`config.mk`:
```
export PLATFORM = sky130hd
export DESIGN_NAME = fp_mul_top
export DESIGN_NICKNAME = d
export VERILOG_FILES = /design/src/hdl/fp_mul_pkg.sv /design/src/hdl/fp_mul_booth.sv /design/src/hdl/fp_mul_norm.sv /design/src/hdl/fp_mul_round.sv /design/src/hdl/fp_mul_top.sv /design/src/hdl/fp_mul_unpack.sv
export SDC_FILE = /design/constraint.sdc
export NUM_CORES = 1
export LEC_CHECK = 0
export BUFFER_PORTS_ARGS = -buffer_cell sky130_fd_sc_hd__buf_2
export CAP_MARGIN = 20
export CORE_MARGIN = 5
export CORE_UTILIZATION = 50
export CTS_CLUSTER_DIAMETER = 200
export DETAILED_ROUTE_END_ITERATION = 16
export PLACE_DENSITY = 0.64
export SYNTH_ARGS = -nofsm -noshare
export SYNTH_HDL_FRONTEND = slang
export SYNTH_SLANG_ARGS = --single-unit
```
`constraint.sdc`:
```
create_clock -name clk -period 9.3 [get_ports clk]
set_input_delay 0.93 -clock clk [delete_from_list [all_inputs] [get_ports clk]]
set_output_delay 0.93 -clock clk [all_outputs]
set_load 0.05 [all_outputs]
```
`src/hdl/fp_mul_pkg.sv`:
```
package fp_mul_pkg;

    // ieee-754 single precision field widths
    localparam int exp_w  = 8;
    localparam int frac_w = 23;
    localparam int bias   = 127;

    // internal exponent carries sign and headroom for the product sum
    localparam int exp_ext_w = 10;

    // largest biased exponent of a normal number
    localparam int exp_max = 254;

    // significand with hidden bit, and the full product
    localparam int sig_w  = frac_w + 1;
    localparam int prod_w = 2 * sig_w;

    // normalized fraction plus guard, round and sticky
    localparam int norm_w = frac_w + 3;

    // radix-4 digits needed for an unsigned significand
    localparam int booth_n = sig_w / 2 + 1;

    // special constants
    localparam logic [31:0]      qnan_word      = 32'h7FC0_0000;
    localparam logic [exp_w-1:0] inf_exp        = 8'hFF;
    localparam logic [31:0]      max_finite_mag = 32'h7F7F_FFFF;

    // kind of value carried down the pipeline
    localparam logic [1:0] kind_fin  = 2'd0;
    localparam logic [1:0] kind_zero = 2'd1;
    localparam logic [1:0] kind_inf  = 2'd2;
    localparam logic [1:0] kind_nan  = 2'd3;

    // codes 5 to 7 fall back to nearest-even
    typedef enum logic [2:0] {
        rne = 3'd0,
        rtz = 3'd1,
        rdn = 3'd2,
        rup = 3'd3,
        rmm = 3'd4
    } rmode_t;

    typedef struct packed {
        logic              sign;
        logic [exp_w-1:0]  exp;
        logic [frac_w-1:0] frac;
    } fp_fields_t;

    typedef union packed {
        logic [31:0] raw;
        fp_fields_t  f;
    } fp_word_t;

endpackage

```
`src/hdl/fp_mul_booth.sv`:
```
module fp_mul_booth (
    input  logic                                     clk,
    input  logic                                     rst_n,
    input  logic                                     u_valid,
    input  logic                                     u_sign,
    input  logic signed [fp_mul_pkg::exp_ext_w-1:0]  u_exp,
    input  logic [1:0]                               u_kind,
    input  fp_mul_pkg::rmode_t                       u_mode,
    input  logic [fp_mul_pkg::sig_w-1:0]             sig_x,
    input  logic [fp_mul_pkg::sig_w-1:0]             sig_y,
    output logic                                     b_valid,
    output logic                                     b_sign,
    output logic signed [fp_mul_pkg::exp_ext_w-1:0]  b_exp,
    output logic [1:0]                               b_kind,
    output fp_mul_pkg::rmode_t                       b_mode,
    output logic [fp_mul_pkg::prod_w-1:0]            prod
);

    import fp_mul_pkg::*;

    // multiplier with an implicit zero below bit 0 and zero padding on top
    logic [2*booth_n:0] y_ext;
    logic [prod_w-1:0]  x_ext;
    logic [prod_w-1:0]  x_dbl;
    logic [prod_w-1:0]  pp;
    logic [prod_w-1:0]  acc;
    logic [2:0]         grp;

    assign y_ext = {{(2*booth_n-sig_w){1'b0}}, sig_y, 1'b0};
    assign x_ext = {{(prod_w-sig_w){1'b0}}, sig_x};
    assign x_dbl = x_ext << 1;

    // sum of the recoded partial products, modulo 2^48
    // negative digits wrap around and cancel out in the final sum
    always_comb begin
        acc = '0;
        grp = '0;
        pp  = '0;
        for (int i = 0; i < booth_n; i++) begin
            grp = y_ext[2*i +: 3];
            case (grp)
                3'b001, 3'b010: begin
                    pp = x_ext;
                end
                3'b011: begin
                    pp = x_dbl;
                end
                3'b100: begin
                    pp = ~x_dbl + 1'b1;
                end
                3'b101, 3'b110: begin
                    pp = ~x_ext + 1'b1;
                end
                default: begin
                    // digit 0
                    pp = '0;
                end
            endcase
            acc = acc + (pp << (2 * i));
        end
    end

    always_ff @(posedge clk) begin
        if (!rst_n) begin
            b_valid <= 1'b0;
        end else begin
            b_valid <= u_valid;
        end
    end

    always_ff @(posedge clk) begin
        b_sign <= u_sign;
        b_exp  <= u_exp;
        b_kind <= u_kind;
        b_mode <= u_mode;
        // specials carry no significand
        if (u_kind == kind_fin) begin
            prod <= acc;
        end else begin
            prod <= '0;
        end
    end

endmodule

```
`src/hdl/fp_mul_norm.sv`:
```
module fp_mul_norm (
    input  logic                                     clk,
    input  logic                                     rst_n,
    input  logic                                     b_valid,
    input  logic                                     b_sign,
    input  logic signed [fp_mul_pkg::exp_ext_w-1:0]  b_exp,
    input  logic [1:0]                               b_kind,
    input  fp_mul_pkg::rmode_t                       b_mode,
    input  logic [fp_mul_pkg::prod_w-1:0]            prod,
    output logic                                     n_valid,
    output logic                                     n_sign,
    output logic signed [fp_mul_pkg::exp_ext_w-1:0]  n_exp,
    output logic [1:0]                               n_kind,
    output fp_mul_pkg::rmode_t                       n_mode,
    output logic [fp_mul_pkg::norm_w-1:0]            frac_n
);

    import fp_mul_pkg::*;

    logic                        msb;
    logic [norm_w-1:0]           frac_c;
    logic signed [exp_ext_w-1:0] exp_c;

    // product of two 1.x values is in [1,4), so at most one shift
    assign msb = prod[prod_w-1];

    always_comb begin
        if (msb) begin
            frac_c = {prod[prod_w-2 -: norm_w-1], |prod[prod_w-norm_w-1:0]};
            exp_c  = b_exp + exp_ext_w'(1);
        end else begin
            frac_c = {prod[prod_w-3 -: norm_w-1], |prod[prod_w-norm_w-2:0]};
            exp_c  = b_exp;
        end
    end

    always_ff @(posedge clk) begin
        if (!rst_n) begin
            n_valid <= 1'b0;
        end else begin
            n_valid <= b_valid;
        end
    end

    always_ff @(posedge clk) begin
        n_sign <= b_sign;
        n_exp  <= exp_c;
        n_kind <= b_kind;
        n_mode <= b_mode;
        frac_n <= frac_c;
    end

endmodule

```
`src/hdl/fp_mul_round.sv`:
```
module fp_mul_round (
    input  logic                                     clk,
    input  logic                                     rst_n,
    input  logic                                     n_valid,
    input  logic                                     n_sign,
    input  logic signed [fp_mul_pkg::exp_ext_w-1:0]  n_exp,
    input  logic [1:0]                               n_kind,
    input  fp_mul_pkg::rmode_t                       n_mode,
    input  logic [fp_mul_pkg::norm_w-1:0]            frac_n,
    output logic                                     out_valid,
    output fp_mul_pkg::fp_word_t                     fp_z,
    output logic                                     ovrf,
    output logic                                     udrf
);

    import fp_mul_pkg::*;

    logic [frac_w-1:0]           frac;
    logic                        guard;
    logic                        rnd_bit;
    logic                        sticky;
    logic                        inexact;
    logic                        inc;
    logic [frac_w:0]             frac_r;
    logic signed [exp_ext_w-1:0] exp_r;
    logic                        ovf_c;
    logic                        udf_c;
    logic                        to_inf;
    fp_word_t                    z_next;

    assign frac    = frac_n[norm_w-1:3];
    assign guard   = frac_n[2];
    assign rnd_bit = frac_n[1];
    assign sticky  = frac_n[0];
    assign inexact = guard | rnd_bit | sticky;

    // increment decision per mode
    always_comb begin
        case (n_mode)
            rtz:     inc = 1'b0;
            rdn:     inc = n_sign & inexact;
            rup:     inc = ~n_sign & inexact;
            rmm:     inc = guard;
            default: inc = guard & (rnd_bit | sticky | frac[0]);
        endcase
    end

    // carry out leaves the low fraction bits at zero already
    assign frac_r = {1'b0, frac} + (frac_w+1)'(inc);
    assign exp_r  = n_exp + exp_ext_w'(frac_r[frac_w]);

    assign ovf_c = (n_kind == kind_fin) && (exp_r > exp_max);
    assign udf_c = (n_kind == kind_fin) && (exp_r < exp_ext_w'(1));

    // overflow goes to infinity unless the mode rounds toward zero
    always_comb begin
        case (n_mode)
            rtz:     to_inf = 1'b0;
            rdn:     to_inf = n_sign;
            rup:     to_inf = ~n_sign;
            default: to_inf = 1'b1;
        endcase
    end

    always_comb begin
        z_next.f.sign = n_sign;
        z_next.f.exp  = exp_r[exp_w-1:0];
        z_next.f.frac = frac_r[frac_w-1:0];
        case (n_kind)
            kind_nan: begin
                z_next.raw = qnan_word;
            end
            kind_inf: begin
                z_next.f.exp  = inf_exp;
                z_next.f.frac = '0;
            end
            kind_zero: begin
                z_next.f.exp  = '0;
                z_next.f.frac = '0;
            end
            default: begin
                if (ovf_c && to_inf) begin
                    z_next.f.exp  = inf_exp;
                    z_next.f.frac = '0;
                end else if (ovf_c) begin
                    z_next.raw = {n_sign, max_finite_mag[30:0]};
                end else if (udf_c) begin
                    // flush, no gradual underflow
                    z_next.f.exp  = '0;
                    z_next.f.frac = '0;
                end
            end
        endcase
    end

    always_ff @(posedge clk) begin
        if (!rst_n) begin
            out_valid <= 1'b0;
            ovrf      <= 1'b0;
            udrf      <= 1'b0;
        end else begin
            out_valid <= n_valid;
            ovrf      <= n_valid & ovf_c;
            udrf      <= n_valid & udf_c;
        end
    end

    always_ff @(posedge clk) begin
        fp_z.raw <= z_next.raw;
    end

endmodule

```
`src/hdl/fp_mul_top.sv`:
```
module fp_mul_top (
    input  logic                 clk,
    input  logic                 rst_n,
    input  logic                 in_valid,
    input  fp_mul_pkg::fp_word_t fp_x,
    input  fp_mul_pkg::fp_word_t fp_y,
    input  fp_mul_pkg::rmode_t   r_mode,
    output logic                 out_valid,
    output fp_mul_pkg::fp_word_t fp_z,
    output logic                 ovrf,
    output logic                 udrf
);

    import fp_mul_pkg::*;

    // stage 1 to stage 2
    logic                        u_valid;
    logic                        u_sign;
    logic signed [exp_ext_w-1:0] u_exp;
    logic [1:0]                  u_kind;
    rmode_t                      u_mode;
    logic [sig_w-1:0]            sig_x;
    logic [sig_w-1:0]            sig_y;

    // stage 2 to stage 3
    logic                        b_valid;
    logic                        b_sign;
    logic signed [exp_ext_w-1:0] b_exp;
    logic [1:0]                  b_kind;
    rmode_t                      b_mode;
    logic [prod_w-1:0]           prod;

    // stage 3 to stage 4
    logic                        n_valid;
    logic                        n_sign;
    logic signed [exp_ext_w-1:0] n_exp;
    logic [1:0]                  n_kind;
    rmode_t                      n_mode;
    logic [norm_w-1:0]           frac_n;

    fp_mul_unpack unpack_i (
        .clk      (clk),
        .rst_n    (rst_n),
        .in_valid (in_valid),
        .fp_x     (fp_x),
        .fp_y     (fp_y),
        .r_mode   (r_mode),
        .u_valid  (u_valid),
        .u_sign   (u_sign),
        .u_exp    (u_exp),
        .u_kind   (u_kind),
        .u_mode   (u_mode),
        .sig_x    (sig_x),
        .sig_y    (sig_y)
    );

    fp_mul_booth booth_i (
        .clk     (clk),
        .rst_n   (rst_n),
        .u_valid (u_valid),
        .u_sign  (u_sign),
        .u_exp   (u_exp),
        .u_kind  (u_kind),
        .u_mode  (u_mode),
        .sig_x   (sig_x),
        .sig_y   (sig_y),
        .b_valid (b_valid),
        .b_sign  (b_sign),
        .b_exp   (b_exp),
        .b_kind  (b_kind),
        .b_mode  (b_mode),
        .prod    (prod)
    );

    fp_mul_norm norm_i (
        .clk     (clk),
        .rst_n   (rst_n),
        .b_valid (b_valid),
        .b_sign  (b_sign),
        .b_exp   (b_exp),
        .b_kind  (b_kind),
        .b_mode  (b_mode),
        .prod    (prod),
        .n_valid (n_valid),
        .n_sign  (n_sign),
        .n_exp   (n_exp),
        .n_kind  (n_kind),
        .n_mode  (n_mode),
        .frac_n  (frac_n)
    );

    fp_mul_round round_i (
        .clk       (clk),
        .rst_n     (rst_n),
        .n_valid   (n_valid),
        .n_sign    (n_sign),
        .n_exp     (n_exp),
        .n_kind    (n_kind),
        .n_mode    (n_mode),
        .frac_n    (frac_n),
        .out_valid (out_valid),
        .fp_z      (fp_z),
        .ovrf      (ovrf),
        .udrf      (udrf)
    );

endmodule

```
`src/hdl/fp_mul_unpack.sv`:
```
module fp_mul_unpack (
    input  logic                                     clk,
    input  logic                                     rst_n,
    input  logic                                     in_valid,
    input  fp_mul_pkg::fp_word_t                     fp_x,
    input  fp_mul_pkg::fp_word_t                     fp_y,
    input  fp_mul_pkg::rmode_t                       r_mode,
    output logic                                     u_valid,
    output logic                                     u_sign,
    output logic signed [fp_mul_pkg::exp_ext_w-1:0]  u_exp,
    output logic [1:0]                               u_kind,
    output fp_mul_pkg::rmode_t                       u_mode,
    output logic [fp_mul_pkg::sig_w-1:0]             sig_x,
    output logic [fp_mul_pkg::sig_w-1:0]             sig_y
);

    import fp_mul_pkg::*;

    logic x_zero;
    logic x_inf;
    logic x_nan;
    logic y_zero;
    logic y_inf;
    logic y_nan;
    logic [1:0] kind_c;
    logic signed [exp_ext_w-1:0] exp_sum;

    // subnormals have a zero exponent and are flushed to zero here
    assign x_zero = (fp_x.f.exp == '0);
    assign y_zero = (fp_y.f.exp == '0);
    assign x_inf  = (fp_x.f.exp == inf_exp) && (fp_x.f.frac == '0);
    assign y_inf  = (fp_y.f.exp == inf_exp) && (fp_y.f.frac == '0);
    assign x_nan  = (fp_x.f.exp == inf_exp) && (fp_x.f.frac != '0);
    assign y_nan  = (fp_y.f.exp == inf_exp) && (fp_y.f.frac != '0);

    always_comb begin
        if (x_nan || y_nan || (x_zero && y_inf) || (y_zero && x_inf)) begin
            kind_c = kind_nan;
        end else if (x_inf || y_inf) begin
            kind_c = kind_inf;
        end else if (x_zero || y_zero) begin
            kind_c = kind_zero;
        end else begin
            kind_c = kind_fin;
        end
    end

    // biased sum, one bias removed
    assign exp_sum = $signed({2'b00, fp_x.f.exp} + {2'b00, fp_y.f.exp}
                             - exp_ext_w'(bias));

    always_ff @(posedge clk) begin
        if (!rst_n) begin
            u_valid <= 1'b0;
        end else begin
            u_valid <= in_valid;
        end
    end

    always_ff @(posedge clk) begin
        u_sign <= fp_x.f.sign ^ fp_y.f.sign;
        u_exp  <= exp_sum;
        u_kind <= kind_c;
        u_mode <= r_mode;
        // hidden bit in front of each fraction
        sig_x  <= {1'b1, fp_x.f.frac};
        sig_y  <= {1'b1, fp_y.f.frac};
    end

endmodule

```
==> results.md <==
* Crit path max-delay cell type: sky130_fd_sc_hd__or3_1
* Number of antenna violations at the first check in global routing at 3
* Critical Path Start Type: register
* Number of detailed-routing iterations run before antenna repair at 11
* Final Instance Area at 31500 sq um
* Sum of routed wire length over all layers at 118000 um
* TritonCTS clock tree: done
* Post-synthesis instance area at 29100 sq um
* Setup repair after global routing missed its margin: no
* Total number of vias at 28700
* Congestion Overflow GR at 0
* Synth-to-Final Area Change at 8.02%
* Number of global-route vias before repair at 27000
* Die X at 251 um
* Fraction of layout instances using a drive strength above 1 at 0.111
* Type of the worst setup path: reg -> reg
* Crit path buf inv count at 5
* Status: finished clean
* Wirelength per Cell at 26.5 um
* Number of H-tree levels at 1
* Placement Cell Area at 30500 sq um
* Iteration-0 DRC count of the detailed router at 4308
* Number of enable-type register cells in the synthesized netlist at 0
* Most used flip-flop cell after synthesis: sky130_fd_sc_hd__dfxtp_1
* Max_cap viols at 0
* Clk sink count at 206
* Average instance area after synthesis at 7.85 sq um
* Number of register bits inferred by synthesis at 206
* Max Freq at 111 MHz
* Number of inserted diodes at 0
* Worst min-delay path endpoint: booth_i.b_exp[3]$_DFF_P_
* Placeable core region at 57700 sq um
* Buffer levels on the longest clock path at 3
* Final hold slack at 0.324 ns
* Launch instance of the worst min-delay path: unpack_i.u_exp[3]$_DFF_P_
* Final RePlAce weighted congestion at 1.07
* Maximum number of pins on one net before global-route repair at 72
* Clock-pin slew on the worst setup and hold paths at 0.06 ns
* Leading cell types in the layout, fill and taps excluded: sky130_fd_sc_hd__nand2_1, sky130_fd_sc_hd__fa_1, sky130_fd_sc_hd__inv_1, sky130_fd_sc_hd__nor2_1, sky130_fd_sc_hd__a21oi_1
* DIE HEIGHT at 251 um
* Final net count at 4173
* Final Setup Violations at 0
* Required time at the worst-slack endpoint at 9.72 ns
* Worst-case headroom to the max-slew limit at 0.188
* Final-report hold violation count at 0
* Class of the tightest hold or removal check: reg -> reg
* R2r setup slk at 0.33 ns
* Initial core utilization at 0.505
* Max Clock Skew at 0.0783 ns
* Vias per cell at 6.47
* Synth Net Count at 4224
* Warning count from the yosys run at 0
* Top cell type's share of synthesized area at 0.233
* Slew Viols, Final at 0
* Remaining design rule violation count at 0
* R2r worst-path depth at 28
* All-layer global routing usage at 0.359
* Unique cell type count in the Yosys netlist at 85
* Async SR Flop Fraction at 0
* Family of cells with the greatest summed delay on the critical path: adder cells
* Final core utilization at 0.546
* Min Clock Period, post-route at 8.97 ns
* # rows at 88
* Portion of the clock cycle consumed by the worst path in the final layout at 0.965
* Worst R2R End: booth_i.prod[45]$_SDFF_PP0_
* Leading cell types by total area after synthesis: sky130_fd_sc_hd__fa_1, sky130_fd_sc_hd__dfxtp_1, sky130_fd_sc_hd__nand2_1, sky130_fd_sc_hd__a21oi_1, sky130_fd_sc_hd__o21ai_0
* Half-perimeter wire length of the detailed placement result at 89900 um
* CP Data Arrival Time at 9.39 ns
* Accumulated negative setup slack at 0 ns
* Total CTS buffers at 25
* Actual slew at the worst max-slew pin at 1.21 ns
* Hold Crit Depth at 0
* Synthesized netlist cell count at 3711
* Launch instance of the worst register-to-register path: unpack_i.sig_x[0]$_DFF_P_
* Cell at the root of the clock tree: sky130_fd_sc_hd__clkbuf_16
* CP Capture Type: register
* Critical Path Most Common Cell: sky130_fd_sc_hd__fa_1
* Critical Path Fanout Max at 19
* Maximum single-stage delay on the critical path at 0.61 ns
* Leading cell type in the layout, fill and taps excluded: sky130_fd_sc_hd__nand2_1
* Num ports at 105
* Count of buffers inserted at the top-level ports at 104
* Later-pin clock latency in the skew report at 0.63 ns
* Global-route wire length before repair at 175000 um
* Share of synthesized area occupied by flip-flops and latches at 0.142
* Overall die area at 63200 sq um
* Cell accounting for the most synthesized area: sky130_fd_sc_hd__fa_1
* Antenna viol nets, final at 0
metal layers:
layer	share of wire	global-route usage	vias to the layer above
met3	0.15	0.123	484
met2	0.40	0.513	2179
li1	-	-	12600
met5	0.00035	0	-
met4	0.067	0.175	2
met1	0.38	0.487	13500
cells in the mapped netlist (all sizes together) (7+ instances only):
master and n:
a211o 12, a211oi 34, a21boi 9, a21o 53, a21oi 296, a221o 34
a221oi 78, a22oi 82, a31o 7, a31oi 35, and2 35, and3 14
buf 69, clkbuf 272, dfxtp 206, fa 339, ha 104, inv 332
mux2 40, mux2i 45, nand2 408, nand2b 8, nand3 38, nand4 23
nor2 308, nor2b 15, nor3 26, nor4 23, o211ai 35, o21ai 303
o21bai 8, o221ai 20, o22a 8, o22ai 55, o31ai 8, or2 11
or3 13, xnor2 144, xor2 89
layout make-up:
class / instances / area, sq um
Clock buffer: 29 / 671
Clock inverter: 16 / 240
Fill cell: 5558 / 26200
Inverter: 337 / 1260
Multi-Input combinational cell: 2827 / 22500
Sequential cell: 206 / 4150
Tap cell: 765 / 957
Timing Repair Buffer: 263 / 1740
what timing repair did:
item | 4_1_cts | 5_1_grt
hold buffers | 0 | 0
resized for setup | 0 | 0
setup buffers | 0 | 3
setup endpoints to repair | 0 | 1
worst register-to-register path: cells and delay by family, from the launching register on:
family,cells,cell delay [ns]
AOI/OAI and AO/OA,8,2.29
xor gates and xnor gates,2,0.46
adders and majority gates,6,2.87
buffers and inverters,5,0.63
DFF,1,0.31
and+or+nand+nor,7,2.20
through the flow:
stage          cells  setup slack (ns)
6_report        4443             0.329
4_1_cts         4440             0.508
3_5_place_dp    4395             0.560
3_3_place_gp    4395             0.701
5_1_grt         4443            0.0394
2_1_floorplan   3711              1.45
kinds of logic after synthesis:
| family | Yosys count | share of synthesized area |
|---|---|---|
| xor+xnor | 233 | 0.0720 |
| simple gates | 941 | 0.142 |
| buf+inv | 678 | 0.0893 |
| fa+ha+maj | 443 | 0.278 |
| flops | 206 | 0.142 |
| mux | 87 | 0.0325 |
| compound gates | 1123 | 0.245 |
sequential cells by signal, indices dropped and copies added (netlist names), 3 cells and up:
name,count
unpack_i.sig_x,23
norm_i.n_exp,10
booth_i.b_exp,10
round_i.fp_z,32
booth_i.prod,48
unpack_i.u_mode,3
norm_i.frac_n,26
unpack_i.sig_y,23
norm_i.n_mode,3
booth_i.b_mode,3
unpack_i.u_exp,10
worst max-delay path by stage:
stage / startpoint / to / slack, ns / cells past startpoint
after floorplan: unpack_i.sig_x[1]$_DFF_P_ / booth_i.prod[43]$_SDFF_PP0_ / 1.45 / 33
after global placement: unpack_i.sig_x[1]$_DFF_P_ / booth_i.prod[43]$_SDFF_PP0_ / 0.70 / 29
after detailed placement: unpack_i.sig_x[1]$_DFF_P_ / booth_i.prod[45]$_SDFF_PP0_ / 0.56 / 30
after CTS: unpack_i.sig_x[0]$_DFF_P_ / booth_i.prod[45]$_SDFF_PP0_ / 0.51 / 27
after global routing: unpack_i.sig_x[0]$_DFF_P_ / booth_i.prod[45]$_SDFF_PP0_ / 0.04 / 27
final: unpack_i.sig_x[0]$_DFF_P_ / booth_i.prod[45]$_SDFF_PP0_ / 0.33 / 28
Power is not shown: default switching activity piles up to over one toggle a cycle in this logic, so the estimate is an artifact.
